## src/source/riscvSettings.svh

```systemverilog
`ifndef RISCV_SETTINGS_SVH
`define RISCV_SETTINGS_SVH

`define RISCV_XLEN 32
`define RISCV_REG_COUNT 32
`define RISCV_RESET_PC 32'h0000_0000

`endif

```

## src/source/riscvInstrPkg.sv

```systemverilog
`include "riscvSettings.svh"
`default_nettype none

package riscvInstrPkg;

    typedef logic [`RISCV_XLEN-1:0] riscvWord;

    typedef enum logic [6:0] {
        OP     = 7'b0110011,
        OP_IMM = 7'b0010011,
        LOAD   = 7'b0000011,
        STORE  = 7'b0100011,
        BRANCH = 7'b1100011,
        JAL    = 7'b1101111,
        JALR   = 7'b1100111,
        LUI    = 7'b0110111,
        AUIPC  = 7'b0010111
    } opcode;

    typedef struct packed {
        logic [6:0] funct7;
        logic [4:0] rs2;
        logic [4:0] rs1;
        logic [2:0] funct3;
        logic [4:0] rd;
        opcode      op;
    } rType;

    typedef struct packed {
        logic [11:0] imm;
        logic [4:0]  rs1;
        logic [2:0]  funct3;
        logic [4:0]  rd;
        opcode       op;
    } iType;

    typedef struct packed {
        logic [6:0] immHigh;
        logic [4:0] rs2;
        logic [4:0] rs1;
        logic [2:0] funct3;
        logic [4:0] immLow;
        opcode      op;
    } sType;

    typedef struct packed {
        logic       immSign;
        logic [5:0] immHigh;   // imm[10:5]
        logic [4:0] rs2;
        logic [4:0] rs1;
        logic [2:0] funct3;
        logic [3:0] immLow;    // imm[4:1]
        logic       imm11;
        opcode      op;
    } bType;

    typedef struct packed {
        logic [19:0] imm;
        logic [4:0]  rd;
        opcode       op;
    } uType;

    typedef struct packed {
        logic       immSign;
        logic [9:0] immLow;    // imm[10:1]
        logic       imm11;
        logic [7:0] immHigh;   // imm[19:12]
        logic [4:0] rd;
        opcode      op;
    } jType;

    typedef union packed {
        rType r;
        iType i;
        sType s;
        bType b;
        uType u;
        jType j;
    } instruction;

endpackage

`default_nettype wire

```

## src/source/riscvControlPkg.sv

```systemverilog
`default_nettype none

package riscvControlPkg;

    typedef enum logic [3:0] {
        ALU_ADD,
        ALU_SUB,
        ALU_AND,
        ALU_OR,
        ALU_XOR,
        ALU_SLL,
        ALU_SRL,
        ALU_SRA,
        ALU_SLT,
        ALU_SLTU
    } aluOperation;

    typedef enum logic [2:0] {
        CLASS_MEM,          // Address add for loads, stores, jumps
        CLASS_BRANCH,
        CLASS_REGISTER,
        CLASS_IMMEDIATE,
        CLASS_UPPER
    } aluOpClass;

    typedef enum logic [1:0] {PC_NEXT, PC_BRANCH, PC_JUMP} pcSource;

    typedef enum logic [1:0] {FWD_REGFILE, FWD_MEM, FWD_WB} forwardSelect;

    typedef enum logic [1:0] {OPA_REGISTER, OPA_PC, OPA_ZERO} operandASource;

endpackage

`default_nettype wire

```

## src/source/mainDecoder.sv

```systemverilog
`timescale 1ns/1ps
`default_nettype none

module mainDecoder (
    input  riscvInstrPkg::opcode              instructionOpcode,
    output logic                              branch,
    output logic                              memRead,
    output logic                              memToReg,
    output logic                              memWrite,
    output logic                              aluSource,
    output logic                              regWrite,
    output logic                              jump,
    output riscvControlPkg::aluOpClass        aluOpClass,
    output riscvControlPkg::operandASource    operandSelect
);
    import riscvInstrPkg::*;
    import riscvControlPkg::*;

    always_comb begin
        branch        = 1'b0;
        memRead       = 1'b0;
        memToReg      = 1'b0;
        memWrite      = 1'b0;
        aluSource     = 1'b0;
        regWrite      = 1'b0;
        jump          = 1'b0;
        aluOpClass    = CLASS_MEM;
        operandSelect = OPA_REGISTER;
        case (instructionOpcode)
            OP: begin
                regWrite   = 1'b1;
                aluOpClass = CLASS_REGISTER;
            end
            OP_IMM: begin
                regWrite   = 1'b1;
                aluSource  = 1'b1;
                aluOpClass = CLASS_IMMEDIATE;
            end
            LOAD: begin
                memRead   = 1'b1;
                memToReg  = 1'b1;
                aluSource = 1'b1;
                regWrite  = 1'b1;
            end
            STORE: begin
                memWrite  = 1'b1;
                aluSource = 1'b1;
            end
            BRANCH: begin
                branch     = 1'b1;
                aluOpClass = CLASS_BRANCH;
            end
            JAL, JALR: begin
                jump      = 1'b1;
                regWrite  = 1'b1;
                aluSource = 1'b1;   // ALU forms the target
                if (instructionOpcode == JAL)
                    operandSelect = OPA_PC;
            end
            LUI, AUIPC: begin
                regWrite      = 1'b1;
                aluSource     = 1'b1;
                aluOpClass    = CLASS_UPPER;
                operandSelect = (instructionOpcode == LUI) ? OPA_ZERO : OPA_PC;
            end
            default: ;          // Bubble
        endcase
    end

endmodule

`default_nettype wire

```

## src/source/aluDecoder.sv

```systemverilog
`timescale 1ns/1ps
`default_nettype none

module aluDecoder (
    input  riscvControlPkg::aluOpClass    opClass,
    input  logic [2:0]                    funct3,
    input  logic                          funct7Bit,
    output riscvControlPkg::aluOperation  operation
);
    import riscvControlPkg::*;

    always_comb begin
        operation = ALU_ADD;
        case (opClass)
            CLASS_BRANCH: begin
                case (funct3[2:1])
                    2'b10:   operation = ALU_SLT;     // BLT, BGE
                    2'b11:   operation = ALU_SLTU;    // BLTU, BGEU
                    default: operation = ALU_SUB;     // BEQ, BNE
                endcase
            end
            CLASS_REGISTER, CLASS_IMMEDIATE: begin
                case (funct3)
                    3'b000: begin
                        if (funct7Bit && opClass == CLASS_REGISTER)
                            operation = ALU_SUB;
                        else
                            operation = ALU_ADD;
                    end
                    3'b001:  operation = ALU_SLL;
                    3'b010:  operation = ALU_SLT;
                    3'b011:  operation = ALU_SLTU;
                    3'b100:  operation = ALU_XOR;
                    3'b101:  operation = funct7Bit ? ALU_SRA : ALU_SRL;
                    3'b110:  operation = ALU_OR;
                    default: operation = ALU_AND;
                endcase
            end
            default: operation = ALU_ADD;
        endcase
    end

endmodule

`default_nettype wire

```

## src/source/forwardingUnit.sv

```systemverilog
`timescale 1ns/1ps
`default_nettype none

module forwardingUnit (
    input  logic [4:0]                      sourceA,
    input  logic [4:0]                      sourceB,
    input  logic [4:0]                      destinationMem,
    input  logic [4:0]                      destinationWb,
    input  logic                            regWriteMem,
    input  logic                            regWriteWb,
    output riscvControlPkg::forwardSelect   forwardA,
    output riscvControlPkg::forwardSelect   forwardB
);
    import riscvControlPkg::*;

    logic memValid, wbValid;

    assign memValid = regWriteMem && destinationMem != 5'd0;
    assign wbValid  = regWriteWb && destinationWb != 5'd0;

    // Younger result in MEM wins
    always_comb begin
        forwardA = FWD_REGFILE;
        forwardB = FWD_REGFILE;
        if (memValid && destinationMem == sourceA)
            forwardA = FWD_MEM;
        else if (wbValid && destinationWb == sourceA)
            forwardA = FWD_WB;
        if (memValid && destinationMem == sourceB)
            forwardB = FWD_MEM;
        else if (wbValid && destinationWb == sourceB)
            forwardB = FWD_WB;
    end

endmodule

`default_nettype wire

```

## src/source/controlPath.sv

```systemverilog
`timescale 1ns/1ps
`default_nettype none

module controlPath (
    input  logic                              clock,
    input  logic                              reset,
    input  logic                              zero,
    input  riscvInstrPkg::instruction         instructionId,
    output logic                              memRead,
    output logic                              memToReg,
    output logic                              memWrite,
    output logic                              aluSource,
    output logic                              regWrite,
    output logic                              jump,
    output riscvControlPkg::aluOperation      aluOperation,
    output riscvControlPkg::pcSource          pcSelect,
    output riscvControlPkg::operandASource    operandSelect,
    output riscvControlPkg::forwardSelect     forwardA,
    output riscvControlPkg::forwardSelect     forwardB
);
    import riscvInstrPkg::*;
    import riscvControlPkg::*;

    instruction instructionEx, instructionMem, instructionWb;
    logic branchId, memReadId, memToRegId, memWriteId, aluSourceId, regWriteId, jumpId;
    logic branchEx, memReadEx, memToRegEx, memWriteEx, regWriteEx, jumpEx;
    logic branchMem, memToRegMem, regWriteMem, jumpMem, zeroMem;
    aluOpClass opClassId, opClassEx;
    operandASource operandSelectId;

    mainDecoder decoder (
        .instructionOpcode(instructionId.r.op),
        .branch(branchId),
        .memRead(memReadId),
        .memToReg(memToRegId),
        .memWrite(memWriteId),
        .aluSource(aluSourceId),
        .regWrite(regWriteId),
        .jump(jumpId),
        .aluOpClass(opClassId),
        .operandSelect(operandSelectId)
    );

    aluDecoder aluControl (
        .opClass(opClassEx),
        .funct3(instructionEx.r.funct3),
        .funct7Bit(instructionEx.r.funct7[5]),
        .operation(aluOperation)
    );

    forwardingUnit forwarding (
        .sourceA(instructionEx.r.rs1),
        .sourceB(instructionEx.r.rs2),
        .destinationMem(instructionMem.r.rd),
        .destinationWb(instructionWb.r.rd),
        .regWriteMem(regWriteMem),
        .regWriteWb(regWrite),
        .forwardA(forwardA),
        .forwardB(forwardB)
    );

    // Zero flag meaning depends on which compare the ALU ran
    always_comb begin
        pcSelect = PC_NEXT;
        if (branchMem) begin
            case (instructionMem.b.funct3)
                3'b000, 3'b101, 3'b111: pcSelect = zeroMem ? PC_BRANCH : PC_NEXT;
                3'b001, 3'b100, 3'b110: pcSelect = zeroMem ? PC_NEXT : PC_BRANCH;
                default:                pcSelect = PC_NEXT;
            endcase
        end else if (jumpMem) begin
            pcSelect = PC_JUMP;
        end
    end

    always_ff @(posedge clock) begin
        if (reset) begin
            {branchEx, memReadEx, memToRegEx, memWriteEx, regWriteEx, jumpEx} <= '0;
            aluSource     <= 1'b0;
            opClassEx     <= CLASS_MEM;
            operandSelect <= OPA_REGISTER;
            {branchMem, memRead, memToRegMem, memWrite, regWriteMem, jumpMem} <= '0;
            {memToReg, regWrite, jump} <= '0;
        end else begin
            branchEx      <= branchId;      // ID/EX
            memReadEx     <= memReadId;
            memToRegEx    <= memToRegId;
            memWriteEx    <= memWriteId;
            regWriteEx    <= regWriteId;
            jumpEx        <= jumpId;
            aluSource     <= aluSourceId;
            opClassEx     <= opClassId;
            operandSelect <= operandSelectId;
            branchMem     <= branchEx;      // EX/MEM
            memRead       <= memReadEx;
            memToRegMem   <= memToRegEx;
            memWrite      <= memWriteEx;
            regWriteMem   <= regWriteEx;
            jumpMem       <= jumpEx;
            memToReg      <= memToRegMem;   // MEM/WB
            regWrite      <= regWriteMem;
            jump          <= jumpMem;
        end
    end

    always_ff @(posedge clock) begin
        instructionEx  <= instructionId;
        instructionMem <= instructionEx;
        instructionWb  <= instructionMem;
        zeroMem        <= zero;
    end

    // One instruction is never both a branch and a jump
    assert property (@(posedge clock) disable iff (reset) !(branchMem && jumpMem));

endmodule

`default_nettype wire

```

## src/source/dataPath.sv

```systemverilog
`timescale 1ns/1ps
`default_nettype none
`include "riscvSettings.svh"

module dataPath (
    input  logic                              clock,
    input  logic                              reset,
    input  riscvInstrPkg::instruction         instruction,
    input  riscvInstrPkg::riscvWord           dataReadValue,
    input  logic                              memRead,
    input  logic                              memToReg,
    input  logic                              memWrite,
    input  logic                              aluSource,
    input  logic                              regWrite,
    input  logic                              jump,
    input  riscvControlPkg::aluOperation      aluOperation,
    input  riscvControlPkg::pcSource          pcSelect,
    input  riscvControlPkg::operandASource    operandSelect,
    input  riscvControlPkg::forwardSelect     forwardA,
    input  riscvControlPkg::forwardSelect     forwardB,
    output riscvInstrPkg::riscvWord           instructionAddress,
    output riscvInstrPkg::riscvWord           dataAddress,
    output riscvInstrPkg::riscvWord           dataWriteValue,
    output riscvInstrPkg::instruction         instructionId,
    output logic                              zero
);
    import riscvInstrPkg::*;
    import riscvControlPkg::*;

    localparam int shiftWidth = $clog2(`RISCV_XLEN);

    riscvWord registers [`RISCV_REG_COUNT];
    riscvWord pc, pcId, pcEx, readA, readB, immediateId, immediateEx, valueAEx, valueBEx;
    riscvWord forwardedA, forwardedB, operandA, operandB, aluResult;
    riscvWord aluResultMem, storeValueMem, branchTargetMem, jumpTargetMem, linkMem, resultMem;
    riscvWord aluResultWb, loadValueWb, linkWb, writeValue;
    logic [4:0] rdEx, rdMem, rdWb;

    function automatic riscvWord pickOperand(forwardSelect select, riscvWord fileValue,
                                             riscvWord memValue, riscvWord wbValue);
        case (select)
            FWD_MEM: return memValue;
            FWD_WB:  return wbValue;
            default: return fileValue;
        endcase
    endfunction

    always_ff @(posedge clock) begin
        if (reset)
            pc <= `RISCV_RESET_PC;
        else if (pcSelect == PC_BRANCH)
            pc <= branchTargetMem;
        else if (pcSelect == PC_JUMP)
            pc <= jumpTargetMem;
        else
            pc <= pc + 4;
    end

    assign instructionAddress = pc;

    always_ff @(posedge clock) begin
        if (reset)
            instructionId <= '0;    // Opcode 0 decodes as a bubble
        else
            instructionId <= instruction;
        pcId <= pc;
    end

    // Same-cycle write is visible to the read
    assign readA = (instructionId.r.rs1 == 5'd0) ? '0 :
                   (regWrite && rdWb == instructionId.r.rs1) ? writeValue :
                   registers[instructionId.r.rs1];
    assign readB = (instructionId.r.rs2 == 5'd0) ? '0 :
                   (regWrite && rdWb == instructionId.r.rs2) ? writeValue :
                   registers[instructionId.r.rs2];

    always_ff @(posedge clock) begin
        if (regWrite && rdWb != 5'd0)
            registers[rdWb] <= writeValue;
    end

    always_comb begin
        case (instructionId.r.op)
            LUI, AUIPC: immediateId = riscvWord'($signed({instructionId.u.imm, 12'b0}));
            STORE:      immediateId = riscvWord'($signed({instructionId.s.immHigh,
                                                          instructionId.s.immLow}));
            BRANCH:     immediateId = riscvWord'($signed({instructionId.b.immSign,
                                                          instructionId.b.imm11,
                                                          instructionId.b.immHigh,
                                                          instructionId.b.immLow, 1'b0}));
            JAL:        immediateId = riscvWord'($signed({instructionId.j.immSign,
                                                          instructionId.j.immHigh,
                                                          instructionId.j.imm11,
                                                          instructionId.j.immLow, 1'b0}));
            default:    immediateId = riscvWord'($signed(instructionId.i.imm));
        endcase
    end

    always_ff @(posedge clock) begin
        pcEx        <= pcId;
        valueAEx    <= readA;
        valueBEx    <= readB;
        immediateEx <= immediateId;
        rdEx        <= instructionId.r.rd;
    end

    assign forwardedA = pickOperand(forwardA, valueAEx, resultMem, writeValue);
    assign forwardedB = pickOperand(forwardB, valueBEx, resultMem, writeValue);
    assign operandA = (operandSelect == OPA_PC) ? pcEx :
                      (operandSelect == OPA_ZERO) ? '0 : forwardedA;
    assign operandB = aluSource ? immediateEx : forwardedB;

    always_comb begin
        case (aluOperation)
            ALU_SUB:  aluResult = operandA - operandB;
            ALU_AND:  aluResult = operandA & operandB;
            ALU_OR:   aluResult = operandA | operandB;
            ALU_XOR:  aluResult = operandA ^ operandB;
            ALU_SLL:  aluResult = operandA << operandB[shiftWidth-1:0];
            ALU_SRL:  aluResult = operandA >> operandB[shiftWidth-1:0];
            ALU_SRA:  aluResult = $signed(operandA) >>> operandB[shiftWidth-1:0];
            ALU_SLT:  aluResult = riscvWord'($signed(operandA) < $signed(operandB));
            ALU_SLTU: aluResult = riscvWord'(operandA < operandB);
            default:  aluResult = operandA + operandB;
        endcase
    end

    assign zero = (aluResult == '0);

    always_ff @(posedge clock) begin
        aluResultMem    <= aluResult;
        storeValueMem   <= forwardedB;
        branchTargetMem <= pcEx + immediateEx;
        jumpTargetMem   <= {aluResult[`RISCV_XLEN-1:1], 1'b0};
        linkMem         <= pcEx + 4;
        rdMem           <= rdEx;
    end

    assign dataAddress    = aluResultMem;
    assign dataWriteValue = storeValueMem;
    // A jump in MEM forwards its link address, not its target
    assign resultMem = (pcSelect == PC_JUMP) ? linkMem : aluResultMem;

    always_ff @(posedge clock) begin
        aluResultWb <= aluResultMem;
        loadValueWb <= dataReadValue;
        linkWb      <= linkMem;
        rdWb        <= rdMem;
    end

    assign writeValue = memToReg ? loadValueWb : (jump ? linkWb : aluResultWb);

    assert property (@(posedge clock) disable iff (reset) !(memRead && memWrite));

endmodule

`default_nettype wire

```

## src/source/riscvCore.sv

```systemverilog
`timescale 1ns/1ps
`default_nettype none

module riscvCore (
    input  logic                        clock,
    input  logic                        reset,
    input  riscvInstrPkg::instruction   instruction,
    input  riscvInstrPkg::riscvWord     dataReadValue,
    output riscvInstrPkg::riscvWord     instructionAddress,
    output riscvInstrPkg::riscvWord     dataAddress,
    output riscvInstrPkg::riscvWord     dataWriteValue,
    output logic                        dataWrite,
    output logic                        dataRead
);
    import riscvControlPkg::*;

    riscvInstrPkg::instruction instructionId;   // Type name shadowed by the port
    logic zero, memToReg, aluSource, regWrite, jump;
    aluOperation operationEx;
    pcSource pcSelect;
    operandASource operandSelect;
    forwardSelect forwardA, forwardB;

    controlPath controlUnit (
        .clock(clock),
        .reset(reset),
        .zero(zero),
        .instructionId(instructionId),
        .memRead(dataRead),
        .memToReg(memToReg),
        .memWrite(dataWrite),
        .aluSource(aluSource),
        .regWrite(regWrite),
        .jump(jump),
        .aluOperation(operationEx),
        .pcSelect(pcSelect),
        .operandSelect(operandSelect),
        .forwardA(forwardA),
        .forwardB(forwardB)
    );

    dataPath dataUnit (
        .clock(clock),
        .reset(reset),
        .instruction(instruction),
        .dataReadValue(dataReadValue),
        .memRead(dataRead),
        .memToReg(memToReg),
        .memWrite(dataWrite),
        .aluSource(aluSource),
        .regWrite(regWrite),
        .jump(jump),
        .aluOperation(operationEx),
        .pcSelect(pcSelect),
        .operandSelect(operandSelect),
        .forwardA(forwardA),
        .forwardB(forwardB),
        .instructionAddress(instructionAddress),
        .dataAddress(dataAddress),
        .dataWriteValue(dataWriteValue),
        .instructionId(instructionId),
        .zero(zero)
    );

endmodule

`default_nettype wire

```

## config.mk

```make
export PLATFORM = sky130hd
export DESIGN_NAME = riscvCore
export DESIGN_NICKNAME = d
export VERILOG_FILES = /design/src/source/riscvInstrPkg.sv /design/src/source/riscvControlPkg.sv /design/src/source/mainDecoder.sv /design/src/source/aluDecoder.sv /design/src/source/forwardingUnit.sv /design/src/source/controlPath.sv /design/src/source/dataPath.sv /design/src/source/riscvCore.sv
export VERILOG_INCLUDE_DIRS = /design/src /design/src/source
export SDC_FILE = /design/constraint.sdc
export NUM_CORES = 2
export LEC_CHECK = 0
export BUFFER_PORTS_ARGS = -buffer_cell sky130_fd_sc_hd__buf_2
export CAP_MARGIN = 15
export CELL_PAD_IN_SITES_DETAIL_PLACEMENT = 0
export CELL_PAD_IN_SITES_GLOBAL_PLACEMENT = 2
export CORE_MARGIN = 5
export CORE_UTILIZATION = 50
export DETAILED_ROUTE_END_ITERATION = 7
export HOLD_SLACK_MARGIN = 0.06
export PLACE_DENSITY_LB_ADDON = 0.1
export SYNTH_ARGS = -nofsm -noshare
export SYNTH_HDL_FRONTEND = slang
export SYNTH_SLANG_ARGS = --single-unit
```

## constraint.sdc

```tcl
create_clock -name clock -period 22.7 [get_ports clock]
set_clock_uncertainty 0.05 [all_clocks]
set_input_delay 1.135 -clock clock [delete_from_list [all_inputs] [get_ports clock]]
set_output_delay 1.135 -clock clock [all_outputs]
set_load 0.05 [all_outputs]
```

# Word-level counts from Yosys, hierarchy flattened

Memory sizes are Yosys's and may differ from the RTL's. A register that Yosys moved wholly into a read port is not among the register bits.
Cells that the tools add are included.

Flip-flop bits (word level): 508
Bits in writable memories: 1024
Input bits: 66
Output and inout port bits: 98
Logic and storage cells: 157
Memories: 1

Memories:

| name               | words | width | read ports | clocked after memory_dff | write ports | RTL line       | RTL |
|---|---|---|---|---|---|---|---|
| dataUnit.registers | 32    | 32    | 2          | 2                        | 1           | dataPath.sv:32 | `` riscvWord registers [`RISCV_REG_COUNT]; `` |

Add/sub/neg operators: 5
$lt $le $gt $ge: 2
Eq/ne operators: 46
Shift operators: 3
Mux-type cells: 38
Bitwise gates (word level): 3
Reductions and logical operators: 23

Operators with widths:

| operator                | number |
|---|---|
| $pmux W32 S9            | 1 |
| $mux W32                | 8 |
| $pmux W32 S2            | 2 |
| $pmux W31 S4            | 1 |
| $add A32 B3 Y32 const B | 2 |
| $add A32 B32 Y32        | 2 |
| $lt A32 B32 Y1          | 2 |
| $and A32 B32 Y32        | 1 |
| $logic_not A32 Y1       | 1 |
| $or A32 B32 Y32         | 1 |
| $shl A32 B5 Y32         | 1 |
| $shr A32 B5 Y32         | 1 |
| $sshr A32 B5 Y32        | 1 |
| $sub A32 B32 Y32        | 1 |
| $xor A32 B32 Y32        | 1 |
| $pmux W4 S7             | 1 |
| $eq A3 B3 Y1 const B    | 7 |
| $eq A7 B6 Y1 const B    | 3 |
| $eq A7 B7 Y1 const B    | 3 |
| $eq A5 B5 Y1            | 4 |
| $eq A4 B3 Y1 const B    | 4 |
| $pmux W4 S2             | 2 |
| $reduce_bool A5 Y1      | 3 |
| $eq A7 B5 Y1 const B    | 2 |
| 18 further kinds        | 65 |

# Logic depth before layout (Yosys ltp)

Depth in word-level cells: 12
Depth in mapped cells: 29
Depth with buffers taken out: 24

# Modules after synthesis

From an unflattened synthesis, not the netlist that was laid out.

Cells, all modules: 5414
Area, all modules: 75222.1 µm²

Modules (own cells, without submodules):

| module         | instances | cells an instance | area each (µm²) | sequential area each (µm²) |
|---|---|---|---|---|
| dataPath       | 1         | 5255              | 73429.2         | 40018.4 |
| controlPath    | 1         | 82                | 1272.5          | 1081.0 |
| forwardingUnit | 1         | 34                | 257.7           | 0.0 |
| mainDecoder    | 1         | 28                | 162.7           | 0.0 |
| aluDecoder     | 1         | 15                | 100.1           | 0.0 |

# Least setup slack after synthesis

No wires, ideal clock.

Path type: register to register
Start: register controlUnit.jump
End: register controlUnit.zeroMem
Library setup time: 0.091 ns
Arrival: 7.200 ns
Required time: 22.559 ns
Setup slack: 15.359 ns
Cell stages (with the launch flop): 28
Buffers on the path: 7
Period minus slack after synthesis: 7.341 ns
Cell sequence: dfxtp_1 > buf_2 > buf_2 > mux2i_1 > o21ai_0 > mux2_2 > o21ai_2 > clkbuf_1 > buf_2 > clkbuf_1 > buf_1 > buf_1 > ha_1 > inv_1 > o311ai_0 > a21oi_1 > nor3_1 > o21ai_0 > a2111o_1 > a311oi_1 > a21oi_1 > xor2_1 > o21ai_0 > a21o_1 > or4b_2 > nor4_1 > nand2_1 > nor4bb_1

Longest elaborated chain between the ends: 8
Elaborated cells between the ends (all ways): 19
Classes of those cells: 2 x add/sub; 2 x order compare; 3 x shift; 8 x mux; 3 x bitwise; 1 x reduce/logical

RTL lines:

| element                                        | RTL line           | RTL |
|---|---|---|
| start, declared                                | controlPath.sv:14  | `output logic jump,` |
| start signal, assigned                         | controlPath.sv:102 | `jump <= jumpMem;` |
| $mux W32 (*) (2 in a row)                      | dataPath.sv:151    | `assign writeValue = memToReg ? loadValueWb : (jump ? linkWb : aluResultWb);` |
| net dataUnit.writeValue[3]                     | dataPath.sv:36     | `riscvWord aluResultWb, loadValueWb, linkWb, writeValue;` |
| $pmux W32 S2                                   | dataPath.sv:41     | `case (select)` |
| $mux W32                                       | dataPath.sv:110    | `(operandSelect == OPA_ZERO) ? '0 : forwardedA;` |
| $mux W32                                       | dataPath.sv:109    | `assign operandA = (operandSelect == OPA_PC) ? pcEx :` |
| $add A32 B32 Y32, or another cell as far along | dataPath.sv:124    | `default: aluResult = operandA + operandB;` |
| $pmux W32 S9 (*)                               | dataPath.sv:114    | `case (aluOperation)` |
| net dataUnit.aluResult[19]                     | dataPath.sv:34     | `riscvWord forwardedA, forwardedB, operandA, operandB, aluResult;` |
| $logic_not A32 Y1 (*)                          | dataPath.sv:128    | `assign zero = (aluResult == '0);` |
| net controlUnit.zero                           | controlPath.sv:7   | `input logic zero,` |
| end signal, assigned                           | controlPath.sv:110 | `zeroMem <= zero;` |
| end, declared                                  | controlPath.sv:27  | `logic branchMem, memToRegMem, regWriteMem, jumpMem, zeroMem;` |

Mark *: on every way through the listed nets, which the timed path passes. The rest lies on a longest branch.
A chain may end at the register's enable or synchronous reset.

==> flow_metrics.tcl <==
set metrics [dict create \
    status "complete, but fails checks" \
    violations "design-rule violations" \
    ys_async_sr_fraction_pct 0 \
    drive_above_1_share_pct 25.4 \
    place_ws_ps 14470 \
    worst_path_most_repeated_cell "buf_4" \
    grt_first_pass_wirelength_mm 374 \
    startpoint "dataUnit.rdWb[3]" \
    reg2reg_from "dataUnit.rdWb[3]" \
    endpoint_kind "flip-flop" \
    synth_flop_cell "edfxtp_1" \
    critPathMaxStageDelay_ps 600 \
    synthAdderAreaFrac_pct 2.27 \
    cts_sinks 1524 \
    p_total_uw 8100 \
    cap_violations 0 \
    relSlewSlack_pct 16.0 \
    synth_compound_area_share_pct 8.22 \
    syn2layout_area_growth_pct 11.8 \
    irDropWorstVdd_mv 0.0909 \
    grt_pass1_vias 49700 \
    overflow 0 \
    yosys.area.top_type "edfxtp_1" \
    drt_pass1_iterations 8 \
    track_usage_pct 33.4 \
    cts_max_level 4 \
    synthCells 5241 \
    power_leakage_uw 0.0289 \
    synth_enable_flop_cells 1024 \
    crit_type "flip-flop to flip-flop" \
    die_h_um 396 \
    seqCellArea_sq_mm 0.0408 \
    synth_seq_area_share_pct 54.8 \
    drt_wl_total_mm 264 \
    postRouteAntennaNets 0 \
    initial_core_util_pct 50.3 \
    layout_setup_ws_ps 14200 \
    netlist.area_leader.share_pct 41.3 \
    drtIter0Drc 7149 \
    core_area_sq_mm 0.148 \
    multi_input_area_sq_mm 0.0323 \
    min_path_type "flip-flop to flip-flop" \
    grt_max_degree 89 \
    worst_slew_pin_slew_ps 1260 \
    p_per_area_mw_per_mm2 97.4 \
    numCtsBuffers 158 \
    synth-simple-area-share_pct 6.94 \
    ys.warnings.count 0 \
    synth_top_family_by_area "multiplexers" \
    clock.fmax_mhz 118 \
    clock_latency_ps 800 \
    postCtsHoldBufs 0 \
    root_buffer "clkbuf_16" \
    yosys-mux-area-fraction_pct 23.6 \
    finalMaxSlewViolations 0 \
    synth_area_sq_mm 0.0744 \
    rrSetupSlack_ps 14200 \
    synth_area_leaders "edfxtp_1 (41%), mux4_2 (19%), dfxtp_1 (13%)" \
    ios 164 \
    setup_violations 0 \
    start_kind "flip-flop" \
    cts_tree "yes" \
    die_x_um 396 \
    ys_seq_elements 1524 \
    hold_viol 0 \
    period_needed_ps 8500 \
    synth_xor_xnor_area_share_pct 1.53 \
    avgSynthCellArea_sq_um 14.2 \
    vias 50500 \
    drcViolationCount 2 \
    antenna_found_initial 18 \
    hold_slack_ps 259 \
    dpl_cell_area_sq_mm 0.0780 \
    die_area_sq_mm 0.157 \
    worst_hold_startpoint "dataUnit.pcId[25]" \
    gp_congestion 0.965 \
    vias_per_cell 6.79 \
    cts_setup_buffers 0 \
    ys_types 100 \
    cts.clk_slew.worst_paths_ps 60 \
    slowest_stage "dfxtp_1" \
    path_max_fanout 43 \
    fin_setup_tns_ps 0 \
    routedWlPerCell_um 35.5 \
    final_nets 5584 \
    row_count 141 \
    n_fill_cell 11900 \
    cp_data_required_time_ps 23350 \
    cts.repair.resized 0 \
    final_cell_area_sq_mm 0.0832 \
    port-buffer-count 163 \
    arrival_ps 9150 \
    hpwl_mm 175 \
    period_share_pct 37.4 \
    cts_max_path_buffers 3 \
    largest_register "dataUnit.registers" \
    rsz0062_at_grt "false" \
    largest_reg_flops 1024 \
]
==> power breakdown <==
group	internal (uW)	switching, uW
combinational	570	1390
sequential	3370	199
clock	1450	1120
total	5390	2720
==> layout make-up <==
cell class	count	area share, %
Sequential cell	1524	49.0
Timing Repair Buffer	328	2.52
Multi-Input combinational cell	3267	38.8
Clock inverter	69	0.910
Clock buffer	211	5.30
Inverter	106	0.481
Tap cell	1930	2.90
Antenna cell	6	0.0180
==> placed cells by master (no fill, tap or decap), drive strengths merged, types with 22 or more instances in the layout <==
master / Yosys / final
a211oi: 76 / 76
a21o: 50 / 50
a21oi: 255 / 255
a22oi: 61 / 61
a311oi: 24 / 24
a31oi: 27 / 27
and3: 37 / 37
buf: 136 / 328
clkbuf: 239 / 211
clkinv: 2 / 57
conb: 1 / 32
dfxtp: 500 / 500
edfxtp: 1024 / 1024
ha: 130 / 130
inv: 104 / 110
mux2: 48 / 48
mux2i: 263 / 263
mux4: 640 / 640
nand2: 224 / 224
nand3: 127 / 127
nand4: 22 / 22
nor2: 432 / 432
nor2b: 65 / 65
nor3: 53 / 53
o211ai: 29 / 29
o21ai: 206 / 206
o22ai: 23 / 23
or3: 48 / 48
xnor2: 86 / 86
xor2: 44 / 44
==> kinds of logic after synthesis <==
group / count (synthesis)
AOI/OAI and AO/OA: 917
xor gates and xnor gates: 130
adders and majority gates: 133
buffers and inverters: 481
DFF: 1524
muxes: 951
other: 1
and+or+nand+nor: 1104
==> Yosys cell counts (23+ instances only) <==
cell type,count
nand2_1,224
xor2_1,44
edfxtp_1,1024
o21ai_0,192
a211oi_1,76
buf_2,39
mux2_2,48
buf_1,83
dfxtp_1,500
clkbuf_1,239
a22oi_1,60
a21o_1,50
nor2_1,431
mux2i_1,262
o22ai_1,23
mux4_2,640
inv_1,93
nor2b_1,65
nand3_1,125
xnor2_1,86
a21oi_1,255
ha_1,130
or3_1,47
and3_1,37
a31oi_1,27
nor3_1,53
o211ai_1,29
==> critical path, delay by kind of cell (launching register included) <==
family	cells	cell delay [ps]
AO/OA/AOI/OAI	10	2740
adder cells (fa/ha/maj)	1	440
buffers and inverters	4	1510
flip-flops	1	600
multiplexers	1	440
AND/OR/NAND/NOR	9	2520
==> final timing paths <==
path / endpoint / depth (start not counted)
worst max-delay path: controlUnit.zeroMem / 25
worst min-delay path: dataUnit.pcEx[25] / 0
worst max register to register: controlUnit.zeroMem / 25
worst min register to register: dataUnit.pcEx[25] / 0
==> metrics by stage <==
stage / cells / util, %
finish: 7441 / 56.3
global route: 7435 / 56.3
CTS: 7435 / 56.3
detailed placement: 7155 / 52.8
global placement: 7155 / 52.8
floorplan: 5272 / -
==> per-layer routing <==
metal | track usage, % | vias to the layer above | wire length, um
met5 | 0 | - | 13
met4 | 8.98 | 2 | 7680
met3 | 7.52 | 440 | 27800
met2 | 49.9 | 3012 | 118000
met1 | 49.7 | 26100 | 111000
li1 | - | 21000 | -
Note: power is estimated with default switching activity, not from simulation.
